`src/cpu_cfg.svh`:
```
`ifndef CPU_CFG_SVH
`define CPU_CFG_SVH

// data and address width
`define CPU_XLEN 32

// architectural registers, r0 hardwired to zero
`define CPU_NREGS 32

// first fetch address after reset
`define CPU_RESET_PC 32'h0000_0000

`endif
```
`src/cpu_pkg.sv`:
```
`include "cpu_cfg.svh"

package cpu_pkg;

	typedef logic [`CPU_XLEN-1:0] word_t;
	typedef logic [$clog2(`CPU_NREGS)-1:0] reg_addr_t;

	// primary opcode, instr[30:25]
	typedef enum logic [5:0] {
		OP_LWI  = 6'h02,
		OP_SWI  = 6'h0a,
		OP_ALU  = 6'h20,
		// instr[23:0] is the word offset
		OP_J    = 6'h24,
		// beq when instr[14] is clear, bne when set
		OP_BR1  = 6'h26,
		OP_ADDI = 6'h28,
		OP_ORI  = 6'h2c,
		OP_HALT = 6'h32
	} opcode_t;

	typedef enum logic [2:0] {
		ALU_ADD = 3'd0,
		ALU_SUB = 3'd1,
		ALU_AND = 3'd2,
		ALU_OR  = 3'd3,
		ALU_XOR = 3'd4,
		ALU_SLT = 3'd5
	} alu_op_t;

	typedef enum logic {
		FETCH_RUN,
		FETCH_HALT
	} fetch_state_t;

	typedef struct packed {
		logic  valid;
		word_t addr;
	} imem_req_t;

	typedef struct packed {
		logic  valid;
		logic  write;
		word_t addr;
		word_t wdata;
	} dmem_req_t;

	typedef struct packed {
		alu_op_t   alu_op;
		logic      use_imm;
		logic      mem_read;
		logic      mem_write;
		logic      reg_write;
		// add and sub that report signed overflow
		logic      check_ovf;
		logic      is_halt;
		reg_addr_t dest;
	} ctrl_t;

	// REG2
	typedef struct packed {
		ctrl_t ctrl;
		word_t opa;
		word_t opb;
		word_t imm;
		word_t store;
	} id_ex_t;

	// REG3
	typedef struct packed {
		ctrl_t ctrl;
		word_t result;
		word_t store;
		logic  ovf;
	} ex_mem_t;

	// REG4
	typedef struct packed {
		logic      reg_write;
		reg_addr_t dest;
		word_t     data;
		logic      is_halt;
	} mem_wb_t;

endpackage

```
`src/cpu.sv`:
```
module cpu (
	input  logic               clock,
	input  logic               rst,
	output cpu_pkg::imem_req_t imem_req,
	input  logic               imem_ready,
	input  cpu_pkg::word_t     imem_rdata,
	output cpu_pkg::dmem_req_t dmem_req,
	input  logic               dmem_ready,
	input  cpu_pkg::word_t     dmem_rdata,
	output logic               alu_overflow,
	output logic               halted
);
	import cpu_pkg::*;

	logic      advance;
	logic      hazard;
	logic      redirect;
	logic      flush;
	logic      branch_taken;
	logic      jump;
	logic      alu_ovf;
	logic      dmem_done;
	logic      halted_q;
	word_t     fetch_pc;
	word_t     reg1_instr;
	word_t     reg1_pc;
	word_t     imm;
	word_t     target_offset;
	word_t     pc_offset;
	word_t     ra_data, rb_data;
	word_t     ra_fwd, rb_fwd;
	word_t     alu_b;
	word_t     alu_result;
	word_t     dmem_hold;
	word_t     load_data;
	word_t     reg3_data;
	reg_addr_t ra_addr, rb_addr;
	ctrl_t     ctrl;
	id_ex_t    id_in, reg2;
	ex_mem_t   ex_in, reg3;
	mem_wb_t   wb_in, reg4;

	// one stall for the whole core while either port is waiting
	assign advance = !(imem_req.valid && !imem_ready) && !(dmem_req.valid && !dmem_ready);

	// a data access that finished during a fetch stall is not issued again
	always_ff @(posedge clock) begin
		if (rst || advance)
			dmem_done <= 1'b0;
		else if (dmem_req.valid && dmem_ready)
			dmem_done <= 1'b1;
	end

	always_ff @(posedge clock) begin
		if (dmem_req.valid && dmem_ready)
			dmem_hold <= dmem_rdata;
	end

	assign dmem_req = '{valid: (reg3.ctrl.mem_read || reg3.ctrl.mem_write) && !dmem_done,
		write: reg3.ctrl.mem_write, addr: reg3.result, wdata: reg3.store};
	assign load_data = dmem_done ? dmem_hold : dmem_rdata;
	assign reg3_data = reg3.ctrl.mem_read ? load_data : reg3.result;

	// branches wait for their operands like any other consumer
	assign redirect = (branch_taken || jump) && !hazard;
	assign flush    = redirect || ctrl.is_halt || !imem_req.valid;
	// target is relative to the decoding word, pc counts from the fetch address
	assign pc_offset = target_offset - (fetch_pc - reg1_pc);

	assign id_in = '{ctrl: ctrl, opa: ra_fwd, opb: rb_fwd, imm: imm, store: rb_fwd};
	assign alu_b = reg2.ctrl.use_imm ? reg2.imm : reg2.opb;
	assign ex_in = '{ctrl: reg2.ctrl, result: alu_result, store: reg2.store,
		ovf: alu_ovf && reg2.ctrl.check_ovf};
	assign wb_in = '{reg_write: reg3.ctrl.reg_write, dest: reg3.ctrl.dest,
		data: reg3_data, is_halt: reg3.ctrl.is_halt};

	assign alu_overflow = reg3.ovf && advance;

	always_ff @(posedge clock) begin
		if (rst)
			halted_q <= 1'b0;
		else if (advance && reg4.is_halt)
			halted_q <= 1'b1;
	end

	assign halted = halted_q || reg4.is_halt;

	pc u_pc (
		.clock(clock),
		.rst(rst),
		.advance(advance),
		.hazard(hazard),
		.redirect(redirect),
		.target_offset(pc_offset),
		.halt_seen(ctrl.is_halt),
		.imem_req(imem_req),
		.fetch_pc(fetch_pc)
	);

	regwalls u_regwalls (
		.clock(clock),
		.rst(rst),
		.advance(advance),
		.hazard(hazard),
		.flush(flush),
		.fetch_word(imem_rdata),
		.fetch_pc(fetch_pc),
		.reg1_instr(reg1_instr),
		.reg1_pc(reg1_pc),
		.id_in(id_in),
		.reg2(reg2),
		.ex_in(ex_in),
		.reg3(reg3),
		.wb_in(wb_in),
		.reg4(reg4)
	);

	controller u_controller (
		.instr(reg1_instr),
		.ra_fwd(ra_fwd),
		.rb_fwd(rb_fwd),
		.ctrl(ctrl),
		.imm(imm),
		.ra_addr(ra_addr),
		.rb_addr(rb_addr),
		.branch_taken(branch_taken),
		.jump(jump),
		.target_offset(target_offset)
	);

	regfile u_regfile (
		.clock(clock),
		.rst(rst),
		.advance(advance),
		.ra_addr(ra_addr),
		.rb_addr(rb_addr),
		.ra_data(ra_data),
		.rb_data(rb_data),
		.wb(reg4)
	);

	forward u_forward (
		.ra_addr(ra_addr),
		.rb_addr(rb_addr),
		.ra_data(ra_data),
		.rb_data(rb_data),
		.reg2(reg2),
		.reg2_result(alu_result),
		.reg3_data(reg3_data),
		.reg3(reg3),
		.reg4(reg4),
		.ra_fwd(ra_fwd),
		.rb_fwd(rb_fwd),
		.hazard(hazard)
	);

	alu u_alu (
		.op(reg2.ctrl.alu_op),
		.a(reg2.opa),
		.b(alu_b),
		.result(alu_result),
		.overflow(alu_ovf)
	);

endmodule

```
`src/pc.sv`:
```
`include "cpu_cfg.svh"

module pc (
	input  logic               clock,
	input  logic               rst,
	input  logic               advance,
	input  logic               hazard,
	input  logic               redirect,
	input  cpu_pkg::word_t     target_offset,
	input  logic               halt_seen,
	output cpu_pkg::imem_req_t imem_req,
	output cpu_pkg::word_t     fetch_pc
);
	import cpu_pkg::*;

	fetch_state_t state;
	word_t        pc_q;

	always_ff @(posedge clock) begin
		if (rst) begin
			state <= FETCH_RUN;
			pc_q  <= `CPU_RESET_PC;
		end else if (advance && state == FETCH_RUN) begin
			if (halt_seen)
				state <= FETCH_HALT;
			if (redirect)
				pc_q <= pc_q + target_offset;
			else if (!hazard)
				pc_q <= pc_q + 4;
		end
	end

	// no fetch during reset or once a halt has been decoded
	assign imem_req.valid = (state == FETCH_RUN) && !rst;
	assign imem_req.addr  = pc_q;
	assign fetch_pc       = pc_q;

endmodule

```
`src/regwalls.sv`:
```
module regwalls (
	input  logic             clock,
	input  logic             rst,
	input  logic             advance,
	input  logic             hazard,
	input  logic             flush,
	input  cpu_pkg::word_t   fetch_word,
	input  cpu_pkg::word_t   fetch_pc,
	output cpu_pkg::word_t   reg1_instr,
	output cpu_pkg::word_t   reg1_pc,
	input  cpu_pkg::id_ex_t  id_in,
	output cpu_pkg::id_ex_t  reg2,
	input  cpu_pkg::ex_mem_t ex_in,
	output cpu_pkg::ex_mem_t reg3,
	input  cpu_pkg::mem_wb_t wb_in,
	output cpu_pkg::mem_wb_t reg4
);
	import cpu_pkg::*;

	// opcode 0 is unassigned, so an all-zero word decodes as a no-op
	localparam word_t NOP_WORD = '0;

	// REG1, held while a load-use stall is resolved
	always_ff @(posedge clock) begin
		if (advance && !hazard) begin
			reg1_pc    <= fetch_pc;
			reg1_instr <= flush ? NOP_WORD : fetch_word;
		end
		if (rst)
			reg1_instr <= NOP_WORD;
	end

	// REG2
	always_ff @(posedge clock) begin
		if (advance) begin
			reg2 <= id_in;
			// bubble behind the stalled decode
			if (hazard)
				reg2.ctrl <= '0;
		end
		if (rst)
			reg2.ctrl <= '0;
	end

	// REG3
	always_ff @(posedge clock) begin
		if (advance)
			reg3 <= ex_in;
		if (rst) begin
			reg3.ctrl <= '0;
			reg3.ovf  <= 1'b0;
		end
	end

	// REG4
	always_ff @(posedge clock) begin
		if (advance)
			reg4 <= wb_in;
		if (rst) begin
			reg4.reg_write <= 1'b0;
			reg4.is_halt   <= 1'b0;
		end
	end

endmodule

```
`src/forward.sv`:
```
module forward (
	input  cpu_pkg::reg_addr_t ra_addr,
	input  cpu_pkg::reg_addr_t rb_addr,
	input  cpu_pkg::word_t     ra_data,
	input  cpu_pkg::word_t     rb_data,
	input  cpu_pkg::id_ex_t    reg2,
	input  cpu_pkg::word_t     reg2_result,
	input  cpu_pkg::word_t     reg3_data,
	input  cpu_pkg::ex_mem_t   reg3,
	input  cpu_pkg::mem_wb_t   reg4,
	output cpu_pkg::word_t     ra_fwd,
	output cpu_pkg::word_t     rb_fwd,
	output logic               hazard
);
	import cpu_pkg::*;

	// youngest producer wins, r0 is never forwarded
	function automatic word_t pick(input reg_addr_t addr, input word_t rf_data);
		word_t val;
		val = rf_data;
		if (addr != '0) begin
			if (reg2.ctrl.reg_write && reg2.ctrl.dest == addr)
				val = reg2_result;
			else if (reg3.ctrl.reg_write && reg3.ctrl.dest == addr)
				val = reg3_data;
			else if (reg4.reg_write && reg4.dest == addr)
				val = reg4.data;
		end
		return val;
	endfunction

	always_comb begin
		ra_fwd = pick(ra_addr, ra_data);
		rb_fwd = pick(rb_addr, rb_data);
	end

	// load data only exists one stage later
	always_comb begin
		hazard = 1'b0;
		if (reg2.ctrl.mem_read && reg2.ctrl.dest != '0) begin
			if (reg2.ctrl.dest == ra_addr || reg2.ctrl.dest == rb_addr)
				hazard = 1'b1;
		end
	end

endmodule

```
`src/controller.sv`:
```
module controller (
	input  cpu_pkg::word_t     instr,
	input  cpu_pkg::word_t     ra_fwd,
	input  cpu_pkg::word_t     rb_fwd,
	output cpu_pkg::ctrl_t     ctrl,
	output cpu_pkg::word_t     imm,
	output cpu_pkg::reg_addr_t ra_addr,
	output cpu_pkg::reg_addr_t rb_addr,
	output logic               branch_taken,
	output logic               jump,
	output cpu_pkg::word_t     target_offset
);
	import cpu_pkg::*;

	opcode_t opcode;
	logic    use_ra;
	logic    use_rb;
	logic    rb_is_rt;
	logic    is_branch;

	assign opcode = opcode_t'(instr[30:25]);

	// source selection, kept apart from the branch compare
	always_comb begin
		use_ra   = 1'b0;
		use_rb   = 1'b0;
		rb_is_rt = 1'b0;
		case (opcode)
			OP_ALU: begin
				use_ra = 1'b1;
				use_rb = 1'b1;
			end
			OP_ADDI, OP_ORI, OP_LWI: use_ra = 1'b1;
			// store data and branch compare come from rt
			OP_SWI, OP_BR1: begin
				use_ra   = 1'b1;
				use_rb   = 1'b1;
				rb_is_rt = 1'b1;
			end
			default: use_ra = 1'b0;
		endcase
	end

	// unused sources read r0 so they never match a producer
	assign ra_addr = use_ra ? instr[19:15] : '0;
	assign rb_addr = !use_rb ? '0 : (rb_is_rt ? instr[24:20] : instr[14:10]);

	always_comb begin
		ctrl          = '0;
		imm           = '0;
		is_branch     = 1'b0;
		jump          = 1'b0;
		target_offset = '0;
		ctrl.dest     = instr[24:20];
		case (opcode)
			OP_ALU: begin
				ctrl.reg_write = 1'b1;
				case (instr[4:0])
					5'h00: begin
						ctrl.alu_op    = ALU_ADD;
						ctrl.check_ovf = 1'b1;
					end
					5'h01: begin
						ctrl.alu_op    = ALU_SUB;
						ctrl.check_ovf = 1'b1;
					end
					5'h02: ctrl.alu_op = ALU_AND;
					5'h03: ctrl.alu_op = ALU_XOR;
					5'h04: ctrl.alu_op = ALU_OR;
					5'h06: ctrl.alu_op = ALU_SLT;
					default: ctrl.reg_write = 1'b0;
				endcase
			end
			OP_ADDI: begin
				ctrl.use_imm   = 1'b1;
				ctrl.reg_write = 1'b1;
				ctrl.check_ovf = 1'b1;
				imm            = word_t'($signed(instr[14:0]));
			end
			OP_ORI: begin
				ctrl.alu_op    = ALU_OR;
				ctrl.use_imm   = 1'b1;
				ctrl.reg_write = 1'b1;
				imm            = word_t'(instr[14:0]);
			end
			// word-scaled displacement
			OP_LWI: begin
				ctrl.use_imm   = 1'b1;
				ctrl.mem_read  = 1'b1;
				ctrl.reg_write = 1'b1;
				imm            = word_t'($signed(instr[14:0])) << 2;
			end
			OP_SWI: begin
				ctrl.use_imm   = 1'b1;
				ctrl.mem_write = 1'b1;
				imm            = word_t'($signed(instr[14:0])) << 2;
			end
			OP_BR1: begin
				is_branch     = 1'b1;
				target_offset = word_t'($signed(instr[13:0])) << 2;
			end
			OP_J: begin
				jump          = 1'b1;
				target_offset = word_t'($signed(instr[23:0])) << 2;
			end
			OP_HALT: ctrl.is_halt = 1'b1;
			default: ctrl = '0;
		endcase
	end

	assign branch_taken = is_branch && (instr[14] ? (ra_fwd != rb_fwd) : (ra_fwd == rb_fwd));

endmodule

```
`src/regfile.sv`:
```
`include "cpu_cfg.svh"

module regfile (
	input  logic               clock,
	input  logic               rst,
	input  logic               advance,
	input  cpu_pkg::reg_addr_t ra_addr,
	input  cpu_pkg::reg_addr_t rb_addr,
	output cpu_pkg::word_t     ra_data,
	output cpu_pkg::word_t     rb_data,
	input  cpu_pkg::mem_wb_t   wb
);
	import cpu_pkg::*;

	word_t regs [`CPU_NREGS];

	always_ff @(posedge clock) begin
		if (rst) begin
			for (int i = 0; i < `CPU_NREGS; i++)
				regs[i] <= '0;
		end else if (advance && wb.reg_write && wb.dest != '0) begin
			regs[wb.dest] <= wb.data;
		end
	end

	// write-through so decode sees this cycle's write-back
	assign ra_data = (wb.reg_write && wb.dest == ra_addr && ra_addr != '0) ?
		wb.data : regs[ra_addr];
	assign rb_data = (wb.reg_write && wb.dest == rb_addr && rb_addr != '0) ?
		wb.data : regs[rb_addr];

endmodule

```
`src/alu.sv`:
```
module alu (
	input  cpu_pkg::alu_op_t op,
	input  cpu_pkg::word_t   a,
	input  cpu_pkg::word_t   b,
	output cpu_pkg::word_t   result,
	output logic             overflow
);
	import cpu_pkg::*;

	localparam int MSB = $bits(word_t) - 1;

	word_t sum;
	word_t diff;

	assign sum  = a + b;
	assign diff = a - b;

	always_comb begin
		result   = '0;
		overflow = 1'b0;
		case (op)
			ALU_ADD: begin
				result = sum;
				// operands agree in sign, result does not
				overflow = (a[MSB] == b[MSB]) && (sum[MSB] != a[MSB]);
			end
			ALU_SUB: begin
				result   = diff;
				overflow = (a[MSB] != b[MSB]) && (diff[MSB] != a[MSB]);
			end
			ALU_AND: result = a & b;
			ALU_OR:  result = a | b;
			ALU_XOR: result = a ^ b;
			// signed compare
			ALU_SLT: result = word_t'($signed(a) < $signed(b));
			default: result = '0;
		endcase
	end

endmodule

```
`config.mk`:
```
export PLATFORM = sky130hd
export DESIGN_NAME = cpu
export DESIGN_NICKNAME = d
export VERILOG_FILES = /design/src/cpu_pkg.sv /design/src/cpu.sv /design/src/pc.sv /design/src/regwalls.sv /design/src/forward.sv /design/src/controller.sv /design/src/regfile.sv /design/src/alu.sv
export VERILOG_INCLUDE_DIRS = /design/src
export SDC_FILE = /design/constraint.sdc
export NUM_CORES = 2
export LEC_CHECK = 0
export ABC_AREA = 1
export BUFFER_PORTS_ARGS = -buffer_cell sky130_fd_sc_hd__buf_2
export CORE_UTILIZATION = 40
export CTS_BUF_LIST = sky130_fd_sc_hd__clkbuf_4 sky130_fd_sc_hd__clkbuf_8
export DETAILED_ROUTE_END_ITERATION = 7
export PLACE_DENSITY_LB_ADDON = 0.2
export RECOVER_POWER = 100
export SLEW_MARGIN = 20
export SYNTH_ARGS = -nofsm -noshare
export SYNTH_HDL_FRONTEND = slang
export SYNTH_SLANG_ARGS = --single-unit
export TNS_END_PERCENT = 50
```
`constraint.sdc`:
```
create_clock -name clock -period 10.4 [get_ports clock]
set_input_delay 0.52 -clock clock [delete_from_list [all_inputs] [get_ports clock]]
set_output_delay 0.52 -clock clock [all_outputs]
set_load 0.005 [all_outputs]
```
==> impl_metrics.py <==
metrics = {
    "finish": {
        "final_nets": 10538,
        "drive_gt1_share_pct": 7.17,
        "area_delta_synth_final_pct": 8.56,
        "fillerInstances": 20310,
        "finalInstanceArea_um2": 89900,
    },
    "floorplanning": {
        "dieHeight_um": 457,
        "start_util_pct": 40.3,
        "core_um2": 205000,
        "ios": 169,
        "dieArea_um2": 209000,
        "rows": 166,
        "die_w_um": 457,
    },
    "sta": {
        "finalClockSkew_ns": 0.0809,
        "setup_viol": 0,
        "clock.fmax_mhz": 105,
        "rsz0062_at_grt": "no",
        "slew_viol_final": 1717,
        "final.period_utilization_pct": 91.2,
        "layout_min_cycle_time_ns": 9.49,
        "hold_violations": 0,
        "slew_headroom_pct": -232,
        "worstMarginPinSlew_ns": 4.99,
        "totalNegativeSetupSlack_ns": 0,
        "hold_ws_ns": 0.215,
    },
    "synth": {
        "synth_top_family_by_area": "simple AND/OR/NAND/NOR gates",
        "synth_cell_type_count": 62,
        "ys_warn_count": 0,
        "avgSynthCellArea_um2": 7.96,
        "synthMuxAreaShare_pct": 0,
        "synth-main-ff-cell": "edfxtp_1",
        "netlist_area_um2": 82800,
        "async_reset_ff_share_pct": 0,
        "synth_edf_count": 1270,
        "synthAdderAreaFrac_pct": 3.66,
        "ys_seq_elements": 1362,
        "synth_compound_area_share_pct": 6.86,
        "synth_simple_gate_area_share_pct": 32.3,
        "postSynthCellCount": 10398,
        "yosysSeqAreaShare_pct": 48.3,
        "synth_xor_area_share_pct": 1.04,
    },
    "worst_hold_path": {
        "hp-class": "input port to flop",
        "hp-start": "dmem_ready",
    },
    "route": {
        "drtPass1Iterations": 8,
        "wl_per_cell_um": 27.1,
        "drtIter0Drc": 12130,
        "drc_errors": 0,
        "drtAntennaViolNets": 0,
        "wirelength_um": 356000,
        "vias_per_cell": 6.00,
        "num_vias": 78892,
    },
    "power_and_ir_drop": {
        "netSwitchingPower_w": 0.00523,
        "power_density_nw_per_um2": 166,
        "switching_share_pct": 35.0,
        "seqPwrFrac_pct": 44.6,
        "p_leak_nw": 36.9,
        "p_comb_share_pct": 21.8,
        "irDropWorstVdd_v": 0.000112,
        "p_int_w": 0.00969,
        "p_clk_share_pct": 33.5,
    },
    "global_route": {
        "grt_max_degree": 163,
        "grt_first_pass_wirelength_um": 506000,
        "antenna_found_initial": 20,
        "grt_overflow": 0,
        "grt_pass1_vias": 74339,
        "grt_usage_pct": 33.0,
    },
    "clocking": {
        "tritoncts": "done",
        "root_buffer": "clkbuf_8",
        "cts_max_level": 4,
        "clock_sinks": 1362,
        "clk_latency_ns": 1.05,
        "post_cts_buffers": 0,
        "clock_path_buffers": 3,
        "cts_buffers": 236,
        "clkTransAtPathRegs_ns": 0.06,
    },
    "placement": {
        "hpwl_um": 212000,
        "place_congestion": 0.962,
        "place_area_um2": 85000,
        "numPortBuffers": 167,
    },
    "worst_setup_path": {
        "end_kind": "flop",
        "startpoint_type": "flop",
        "crit_start": "u_regwalls.reg3[74]",
        "path_class": "flop to flop",
        "critPathMaxFanout": 33,
        "cp.arrival_ns": 10.18,
        "crit_required_ns": 11.09,
        "reg2reg_from": "u_regwalls.reg3[74]",
    },
    "run": {
        "maxCapViolations": 51,
    },
    "run_status": {
        "failed_checks": "max-capacitance violations, max-slew violations",
        "outcome": "finished with violations",
    },
}
-- power groups by stage --
stage / clock, W / combinational, W / sequential [W]
after global routing: 0.00526 / 0.00344 / 0.00668
after detailed placement: 0 / 0.00313 / 0.00674
after floorplan: 0 / 0.00190 / 0.00660
final: 0.00500 / 0.00326 / 0.00666
after global placement: 0 / 0.00312 / 0.00674
after CTS: 0.00503 / 0.00317 / 0.00663
-- final timing paths --
kind | endpoint | slack, ns | cells past startpoint
setup reg to reg | u_regfile.regs[20][21] | 0.91 | 13
hold / removal | u_regwalls.reg2[134] | 0.22 | 6
hold reg to reg | u_regwalls.reg4[37] | 0.46 | 0
setup / recovery | u_regfile.regs[20][21] | 0.91 | 13
-- area by class of cell --
cell class                 count  area, µm²  share of cell area (%)
sequential                  1362      40000                    44.5
antenna                       13       32.5                  0.0362
timing repair buffer         423       2840                    3.16
clock buffer                 324       4020                    4.47
inverter                     632       2410                    2.68
clock inverter               114        646                   0.718
multi-input combinational   7592      36600                    40.7
tap                         2688       3360                    3.74
-- cells by family (layout without fill, tap and decap cells) --
group,after synthesis,after routing
XOR/XNOR,98,98
buffers and inverters,1475,1493
AO/OA/AOI/OAI,972,972
AND/OR/NAND/NOR,6267,6267
flip-flops,1362,1362
adder cells (fa/ha/maj),223,223
other,1,45
-- synth_stat cells, types with 79 or more instances --
| cell type | number | area (µm²) |
|---|---|---|
| nand2_1 | 2653 | 9960 |
| nand3_1 | 2036 | 10200 |
| nor2_1 | 1334 | 5010 |
| edfxtp_1 | 1270 | 38100 |
| inv_1 | 599 | 2250 |
| clkbuf_1 | 367 | 1380 |
| o21ai_0 | 327 | 1640 |
| a21oi_1 | 301 | 1510 |
| buf_2 | 283 | 1420 |
| ha_1 | 191 | 2390 |
| o211ai_1 | 146 | 1100 |
| buf_4 | 132 | 991 |
| dfxtp_1 | 92 | 1840 |
| xor2_1 | 84 | 736 |
| nand4_1 | 79 | 494 |
-- registers in the layout, summed over array words and instances (netlist names) --
signal	cells
u_regfile.regs	1024
u_regwalls.reg2	95
u_regwalls.reg3	74
u_regwalls.reg4	39
dmem_hold	32
u_pc.fetch_pc	32
u_regwalls.reg1_pc	32
u_regwalls.reg1_instr	31
dmem_done	1
halted_q	1
u_pc.state	1
-- cells in the final DEF, fill, tap and decap left out, drive strengths merged, types with 80 or more instances in the layout --
cell type / netlist / routed
nand2: 2663 / 2663
edfxtp: 1270 / 1270
nor2: 1342 / 1342
a21oi: 305 / 305
xor2: 84 / 84
o211ai: 146 / 146
nand4: 80 / 80
inv: 626 / 626
buf: 476 / 208
nand3: 2046 / 2046
o21ai: 352 / 352
clkinv: 6 / 108
ha: 191 / 191
dfxtp: 92 / 92
clkbuf: 367 / 476
-- metrics by stage --
step                util (%)  total power, W  cells  setup slack, ns
floorplan                  -         0.00850  10429             4.68
global placement        41.4         0.00985  12634             2.33
detailed placement      41.4         0.00988  12634             2.50
CTS                     44.0          0.0148  13135             2.49
global route            43.8          0.0154  13141            0.890
finish                  43.8          0.0149  13148            0.911
-- critical path: stages (launching register included) --
cell and delay, ns:
dfxtp_1 0.30, clkbuf_1 1.31, clkinv_1 0.39, clkbuf_1 0.72, a21oi_1 0.46, nand2_1 0.09
nand2_1 0.33, nor2_1 0.25, nand3_1 0.38, nor3_1 0.24, nand2_1 0.12, clkbuf_1 2.27
nand2_1 1.59, buf_4 0.66
-- per-layer routing --
layer / track usage [%] / part of all wire, % / vias up
met5: 0 / 0.013 / -
met4: 18.3 / 6.2 / 8
met3: 8.12 / 13 / 1143
met2: 48.4 / 42 / 5441
met1: 44.4 / 39 / 37617
li1: - / - / 34683
-- timing repair --
action	CTS	global route
endpoints found under the setup margin	0	0
gates resized for setup	0	0
hold buffers	63	0
endpoints found under the hold margin	63	0
Power figures use the tool's default switching activity.
